### src/logic/mouse_pkg.sv
package mouse_pkg;

    //////////////////////////////
    // Types
    //////////////////////////////

    // Screen coordinate, also used for the limit values
    typedef logic [11:0] coord_t;

    // PS/2 movement delta, sign bit joined with the magnitude byte
    typedef logic [8:0] delta_t;

    // Bounds loader sequence
    typedef enum logic [1:0] {
        LOAD_IDLE,
        LOAD_GAME,
        LOAD_MENU
    } loader_state_t;

    //////////////////////////////
    // Mode rectangles
    //////////////////////////////

    // Game area
    localparam coord_t GAME_MAX_X = 12'd800;
    localparam coord_t GAME_MAX_Y = 12'd600;
    localparam coord_t GAME_MIN_X = 12'd200;
    localparam coord_t GAME_MIN_Y = 12'd200;

    // Full menu screen, loaded at reset
    localparam coord_t MENU_MAX_X = 12'd1019;
    localparam coord_t MENU_MAX_Y = 12'd763;
    localparam coord_t MENU_MIN_X = 12'd0;
    localparam coord_t MENU_MIN_Y = 12'd0;

endpackage
### src/logic/move_if.sv
`timescale 1ns/1ns

interface move_if
    import mouse_pkg::*;
();

    // Single-cycle report strobe
    logic   valid;

    // Deltas and button levels, valid with the strobe only
    delta_t dx;
    delta_t dy;
    logic   left;
    logic   right;

    modport decoder (
        output valid,
        output dx, dy, left, right
    );

    modport tracker (
        input valid,
        input dx, dy, left, right
    );

endinterface

### src/logic/bound_set_if.sv
`timescale 1ns/1ns

interface bound_set_if
    import mouse_pkg::*;
();

    // Limit value, only meaningful while one of the strobes is high
    coord_t value;

    // One strobe per limit register
    logic   setmax_x;
    logic   setmax_y;
    logic   setmin_x;
    logic   setmin_y;

    modport loader (
        output value,
        output setmax_x, setmax_y, setmin_x, setmin_y
    );

    modport tracker (
        input value,
        input setmax_x, setmax_y, setmin_x, setmin_y
    );

endinterface

### src/logic/mouse_bounds_top.sv
`timescale 1ns/1ns

module mouse_bounds_top
    import mouse_pkg::*;
(
    input  logic       clk,
    input  logic       rst,
    input  logic [7:0] rx_byte,
    input  logic       rx_valid,
    input  logic       game_req,
    input  logic       menu_req,
    output coord_t     xpos,
    output coord_t     ypos,
    output logic       left_btn,
    output logic       right_btn,
    output logic       bounds_loading
);

    //////////////////////////////
    // Internal buses
    //////////////////////////////

    // Loader to tracker limit writes
    bound_set_if bset_bus ();

    // Decoder to tracker movement reports
    move_if      mv_bus ();

    //////////////////////////////
    // Blocks
    //////////////////////////////

    bounds_loader u_loader (
        .clk      (clk),
        .rst      (rst),
        .game_req (game_req),
        .menu_req (menu_req),
        .loading  (bounds_loading),
        .bset     (bset_bus.loader)
    );

    packet_decoder u_decoder (
        .clk      (clk),
        .rst      (rst),
        .rx_byte  (rx_byte),
        .rx_valid (rx_valid),
        .mv       (mv_bus.decoder)
    );

    position_tracker u_tracker (
        .clk       (clk),
        .rst       (rst),
        .bset      (bset_bus.tracker),
        .mv        (mv_bus.tracker),
        .xpos      (xpos),
        .ypos      (ypos),
        .left_btn  (left_btn),
        .right_btn (right_btn)
    );

endmodule

### src/logic/position_tracker.sv
`timescale 1ns/1ns

module position_tracker
    import mouse_pkg::*;
(
    input  logic         clk,
    input  logic         rst,
    bound_set_if.tracker bset,
    move_if.tracker      mv,
    output coord_t       xpos,
    output coord_t       ypos,
    output logic         left_btn,
    output logic         right_btn
);

    // Limit registers
    coord_t max_x;
    coord_t max_y;
    coord_t min_x;
    coord_t min_y;

    // Unclamped sums, wide enough for any coordinate plus a delta
    logic signed [13:0] x_sum;
    logic signed [13:0] y_sum;
    coord_t             x_next;
    coord_t             y_next;
    logic               any_set;

    assign any_set = bset.setmax_x | bset.setmax_y | bset.setmin_x | bset.setmin_y;

    function automatic coord_t clamp(
        input logic signed [13:0] v,
        input coord_t             lo,
        input coord_t             hi
    );
        if (v < $signed({2'b00, lo})) begin
            return lo;
        end else if (v > $signed({2'b00, hi})) begin
            return hi;
        end
        return coord_t'(v[11:0]);
    endfunction

    //////////////////////////////
    // Limit registers
    //////////////////////////////

    always_ff @(posedge clk) begin
        if (rst) begin
            max_x <= MENU_MAX_X;
            max_y <= MENU_MAX_Y;
            min_x <= MENU_MIN_X;
            min_y <= MENU_MIN_Y;
        end else begin
            if (bset.setmax_x) begin
                max_x <= bset.value;
            end
            if (bset.setmax_y) begin
                max_y <= bset.value;
            end
            if (bset.setmin_x) begin
                min_x <= bset.value;
            end
            if (bset.setmin_y) begin
                min_y <= bset.value;
            end
        end
    end

    //////////////////////////////
    // Position update
    //////////////////////////////

    always_comb begin
        if (mv.valid) begin
            // PS/2 Y grows upward, screen Y grows downward
            x_sum = $signed({2'b00, xpos}) + $signed(mv.dx);
            y_sum = $signed({2'b00, ypos}) - $signed(mv.dy);
        end else begin
            // Idle cycle just re-clamps against the current limits
            x_sum = $signed({2'b00, xpos});
            y_sum = $signed({2'b00, ypos});
        end
        x_next = clamp(x_sum, min_x, max_x);
        y_next = clamp(y_sum, min_y, max_y);
    end

    always_ff @(posedge clk) begin
        if (rst) begin
            xpos      <= '0;
            ypos      <= '0;
            left_btn  <= 1'b0;
            right_btn <= 1'b0;
        end else begin
            xpos <= x_next;
            ypos <= y_next;
            if (mv.valid) begin
                left_btn  <= mv.left;
                right_btn <= mv.right;
            end
        end
    end

    // Quiet cycle leaves the cursor inside the rectangle
    a_inside_limits: assert property (@(posedge clk) disable iff (rst)
        (!mv.valid && !any_set) |=>
            (xpos >= min_x && xpos <= max_x && ypos >= min_y && ypos <= max_y));

endmodule

### src/logic/packet_decoder.sv
`timescale 1ns/1ns

module packet_decoder
    import mouse_pkg::*;
(
    input  logic         clk,
    input  logic         rst,
    input  logic [7:0]   rx_byte,
    input  logic         rx_valid,
    move_if.decoder      mv
);

    // Position of the next byte inside the packet
    logic [1:0] byte_cnt;

    // First two bytes held until the packet completes
    logic [7:0] status_byte;
    logic [7:0] x_byte;

    // Status byte fields
    logic       x_sign;
    logic       y_sign;
    logic       x_ovf;
    logic       y_ovf;

    assign x_sign = status_byte[4];
    assign y_sign = status_byte[5];
    assign x_ovf  = status_byte[6];
    assign y_ovf  = status_byte[7];

    //////////////////////////////
    // Byte counter
    //////////////////////////////

    always_ff @(posedge clk) begin
        if (rst) begin
            byte_cnt <= 2'd0;
        end else if (rx_valid) begin
            case (byte_cnt)
                2'd0: begin
                    // Bit 3 is always set in a status byte, otherwise resync
                    if (rx_byte[3]) begin
                        byte_cnt <= 2'd1;
                    end
                end
                2'd1: byte_cnt <= 2'd2;
                default: byte_cnt <= 2'd0;
            endcase
        end
    end

    // Payload capture
    always_ff @(posedge clk) begin
        if (rx_valid) begin
            if (byte_cnt == 2'd0 && rx_byte[3]) begin
                status_byte <= rx_byte;
            end
            if (byte_cnt == 2'd1) begin
                x_byte <= rx_byte;
            end
        end
    end

    //////////////////////////////
    // Report output
    //////////////////////////////

    always_ff @(posedge clk) begin
        if (rst) begin
            mv.valid <= 1'b0;
        end else begin
            mv.valid <= rx_valid && (byte_cnt == 2'd2);
        end
    end

    always_ff @(posedge clk) begin
        if (rx_valid && byte_cnt == 2'd2) begin
            // Overflowed axis reports no movement
            mv.dx    <= x_ovf ? delta_t'(0) : {x_sign, x_byte};
            mv.dy    <= y_ovf ? delta_t'(0) : {y_sign, rx_byte};
            mv.left  <= status_byte[0];
            mv.right <= status_byte[1];
        end
    end

    // Packets take three strobes, so reports can never be back to back
    a_valid_pulse: assert property (@(posedge clk) disable iff (rst)
        mv.valid |=> !mv.valid);

endmodule

### src/logic/bounds_loader.sv
`timescale 1ns/1ns

module bounds_loader
    import mouse_pkg::*;
(
    input  logic        clk,
    input  logic        rst,
    input  logic        game_req,
    input  logic        menu_req,
    output logic        loading,
    bound_set_if.loader bset
);

    loader_state_t state;
    loader_state_t state_nxt;
    logic [1:0]    step;

    //////////////////////////////
    // Sequence state
    //////////////////////////////

    always_ff @(posedge clk) begin
        if (rst) begin
            state <= LOAD_IDLE;
            step  <= 2'd0;
        end else begin
            state <= state_nxt;
            // Wraps back to zero after the last limit
            if (state != LOAD_IDLE) begin
                step <= step + 2'd1;
            end
        end
    end

    always_comb begin
        state_nxt = state;
        case (state)
            LOAD_IDLE: begin
                // Game request has priority
                if (game_req) begin
                    state_nxt = LOAD_GAME;
                end else if (menu_req) begin
                    state_nxt = LOAD_MENU;
                end
            end
            LOAD_GAME, LOAD_MENU: begin
                if (step == 2'd3) begin
                    state_nxt = LOAD_IDLE;
                end
            end
            default: state_nxt = LOAD_IDLE;
        endcase
    end

    //////////////////////////////
    // Strobes and limit value
    //////////////////////////////

    always_comb begin
        bset.setmax_x = 1'b0;
        bset.setmax_y = 1'b0;
        bset.setmin_x = 1'b0;
        bset.setmin_y = 1'b0;
        bset.value    = '0;
        if (state != LOAD_IDLE) begin
            // Order is max x, max y, min x, min y
            case (step)
                2'd0: begin
                    bset.setmax_x = 1'b1;
                    bset.value    = (state == LOAD_GAME) ? GAME_MAX_X : MENU_MAX_X;
                end
                2'd1: begin
                    bset.setmax_y = 1'b1;
                    bset.value    = (state == LOAD_GAME) ? GAME_MAX_Y : MENU_MAX_Y;
                end
                2'd2: begin
                    bset.setmin_x = 1'b1;
                    bset.value    = (state == LOAD_GAME) ? GAME_MIN_X : MENU_MIN_X;
                end
                default: begin
                    bset.setmin_y = 1'b1;
                    bset.value    = (state == LOAD_GAME) ? GAME_MIN_Y : MENU_MIN_Y;
                end
            endcase
        end
    end

    assign loading = (state != LOAD_IDLE);

    // Tracker relies on a single limit being written per cycle
    a_strobe_onehot: assert property (@(posedge clk) disable iff (rst)
        $onehot0({bset.setmax_x, bset.setmax_y, bset.setmin_x, bset.setmin_y}));

    // No gap in the sequence while it runs
    a_strobe_busy: assert property (@(posedge clk) disable iff (rst)
        (state != LOAD_IDLE) |->
            (bset.setmax_x || bset.setmax_y || bset.setmin_x || bset.setmin_y));

endmodule

### config.mk
export PLATFORM = sky130hd
export DESIGN_NAME = mouse_bounds_top
export DESIGN_NICKNAME = d
export VERILOG_FILES = /design/src/logic/mouse_pkg.sv /design/src/logic/move_if.sv /design/src/logic/bound_set_if.sv /design/src/logic/mouse_bounds_top.sv /design/src/logic/position_tracker.sv /design/src/logic/packet_decoder.sv /design/src/logic/bounds_loader.sv
export SDC_FILE = /design/constraint.sdc
export NUM_CORES = 1
export LEC_CHECK = 0
export ABC_AREA = 0
export BUFFER_PORTS_ARGS = -buffer_cell sky130_fd_sc_hd__buf_4
export CAP_MARGIN = 10
export CORE_UTILIZATION = 57
export DETAILED_ROUTE_END_ITERATION = 8
export PLACE_DENSITY_LB_ADDON = 0.08
export SYNTH_ARGS = -nofsm -noshare
export SYNTH_HDL_FRONTEND = slang
export SYNTH_HIERARCHICAL = 1
export SYNTH_SLANG_ARGS = --single-unit
export TNS_END_PERCENT = 50
### constraint.sdc
create_clock -name clk -period 3.9 [get_ports clk]
set_input_delay 0.195 -clock clk [delete_from_list [all_inputs] [get_ports clk]]
set_output_delay 0.195 -clock clk [all_outputs]
set_load 0.005 [all_outputs]
==> flow_summary.ini <==
[status]
run_status = complete, but fails checks
violations = setup timing

[yosys]
ys_types = 82
synth_top_cell_by_area = dfxtp_1
yosys-top-cells-count = 81 x dfxtp_1, 80 x ha_1, 74 x inv_1
synth_flop_cell = dfxtp_1
syn-cell-area_um2 = 7280
synth-edff-count = 34
yosys_warnings = 6
netlist_top_cells_area = dfxtp_1 22%, edfxtp_1 14%, ha_1 14%, mux2i_1 6.9%, a21oi_1 3.8%
async_flop_share_pct = 0
synth_top_area_share_pct = 22.3
yosysMostFrequentCell = dfxtp_1
synthCells = 772
synth-seq-cells = 115
synth_area_per_cell_um2 = 9.43
seq_area_frac_synth_pct = 36.3

[sta]
finalSetupViolCount = 17
slew_violations = 0
finalCriticalPeriod_ps = 4010
period_share_pct = 103
worstMarginPinSlew_ps = 1140
setup_slack_ps = -106
fin_skew_ps = 7.03
whs_ps = 53.9
slew_headroom_pct = 24.1
rsz0062_at_grt = true
hold_viol = 0
max_freq_mhz = 250

[power_and_ir_drop]
powerDensity_nw_per_um2 = 801
p_leak_nw = 4.02
irDropWorstVdd_mv = 0.497

[routing]
antenna_left = 0
drc = 0
num_vias = 6325
wl_um = 19600
drt_pass1_iterations = 5
viasPerCell = 5.90
wl_per_cell_um = 18.3
drt-initial-drc-count = 514

[floorplan]
boundaryPins = 40
start_util_pct = 59.6
die_x_um = 115
core_um2 = 12200
die_h_um = 115
die_area_um2 = 13200
num_rows = 40

[layout]
utilization_pct = 77.0
multiInputGateArea_um2 = 4590
fill_cells = 848
num-nets-final = 986
drive_gt1_share_pct = 26.8
diodes = 0
regArea_um2 = 2650
fin_area_um2 = 9410
syn_to_final_growth_pct = 29.2

[worst_setup_path]
regToRegSetupSlack_ps = -110
critPathMaxFanout = 5
crit_arrival_ps = 4350
startpoint_type = flip-flop
crit_required_ps = 4250
critPathKind = reg2reg
endpoint_kind = flip-flop

[hold_path]
hold_class = in2reg

[placed_design]
place_area_um2 = 8200
globalplace.congestion = 0.906
pre_cts_ws_ps = -353
io_buffers = 39
hpwl_um = 13500

[cts]
ctsHtreeMaxLevel = 4
clk_latency_ps = 420
clkTransAtPathRegs_ps = 50
cts_tree = done
root_buffer = clkbuf_16
cts_buffer_depth = 2
clock-sinks = 115
cts_buffers = 17

[grt]
grt_pass1_wl_um = 31500
grt_max_degree = 47
antenna_found_initial = 0
grt_overflow = 0
grt_pass1_vias = 6235
gr-usage-all-layers_pct = 31.2

[run]
max-cap-violations = 0
[cells in the final DEF (no fill, tap or decap), types with 20 or more instances in the layout]
cell and n:
xnor2_1 20, mux2i_1 47, edfxtp_1 34, ha_1 69
buf_4 114, dfxtp_1 79, inv_1 72, nor2_1 56
nand2_1 34, a21oi_1 47, nor2b_1 28
[power breakdown]
group	switching, W	internal, W	leakage (nW)	total (W)
Sequential	0.000172	0.00144	0.972	0.00161
Combinational	0.00218	0.00202	2.74	0.00420
Clock	0.000535	0.00119	0.313	0.00172
[stage by stage]
step,power [W],TNS (ps),std cells
floorplan,0.00381,0,774
global placement,0.00494,-4010,1023
detailed placement,0.00503,-6050,1023
CTS,0.00730,-198,1069
global route,0.00792,-5580,1072
finish,0.00753,-1100,1072
[registers in the layout, indices dropped and copies added, names as in the netlist]
register	flops
u_tracker/max_x	12
u_tracker/max_y	12
u_tracker/min_x	12
u_tracker/min_y	12
u_tracker/xpos	12
u_tracker/ypos	12
u_decoder/mv.dx	9
u_decoder/mv.dy	9
u_decoder/x_byte	8
u_decoder/status_byte	6
u_decoder/byte_cnt	2
u_loader/state	2
u_loader/step	2
u_decoder/mv.left	1
u_decoder/mv.right	1
u_decoder/mv.valid	1
u_tracker/left_btn	1
u_tracker/right_btn	1
[final timing paths]
kind,start,endpoint,cells after the start
max,u_tracker/ypos[0],u_tracker/ypos[0],19
min,game_req,u_loader/state[1],3
max reg2reg,u_tracker/ypos[0],u_tracker/ypos[0],19
min reg2reg,u_decoder/status_byte[1],u_decoder/mv.right,0
[final cells by class]
class	instances	share of cell area, %
Clock inverter	12	2.23
Multi-Input combinational cell	551	48.7
Tap cell	168	2.23
Sequential cell	115	28.1
Clock buffer	20	4.64
Inverter	75	2.99
Timing Repair Buffer	131	11.1
[layer usage]
metal	share of wire [%]	GRT usage, %
met5	0	0
met4	3.4	16.0
met3	4.1	5.32
met2	51	55.7
met1	41	35.9
[what timing repair did]
action                     CTS  global route
resized for setup           73            16
gates cloned                 3             0
setup buffers                3             3
setup endpoints to repair   24            24
pin swaps                   24            19
hold endpoints to repair    14             0
hold buffers                 8             0
[logic make-up (layout without fill, tap and decap cells)]
group                    count (synthesis)  in the layout  synth area share, %
adder cells (fa/ha/maj)                 82             82                 14.3
other                                    1              3               0.0515
buffers and inverters                  108            238                 6.26
AO/OA/AOI/OAI                          184            184                 17.7
XOR/XNOR                                22             22                 2.65
flip-flops                             115            115                 36.3
AND/OR/NAND/NOR                        197            197                 13.9
multiplexers                            63             63                 8.88
[critical path, stage by stage, from the launching register on]
cell and delay, ps:
dfxtp_1 320, inv_1 60, ha_2 180, inv_2 40
fa_2 350, buf_4 150, a21o_1 150, a21oi_1 160
xnor2_1 80, mux2_2 310, ha_1 300, nor2b_1 160
o21ai_1 200, a31oi_1 120, o31a_1 290, o22a_1 180
or4_4 470, buf_6 170, buf_4 130, a21oi_2 120
No activity file was read; power rests on OpenSTA's default activity.
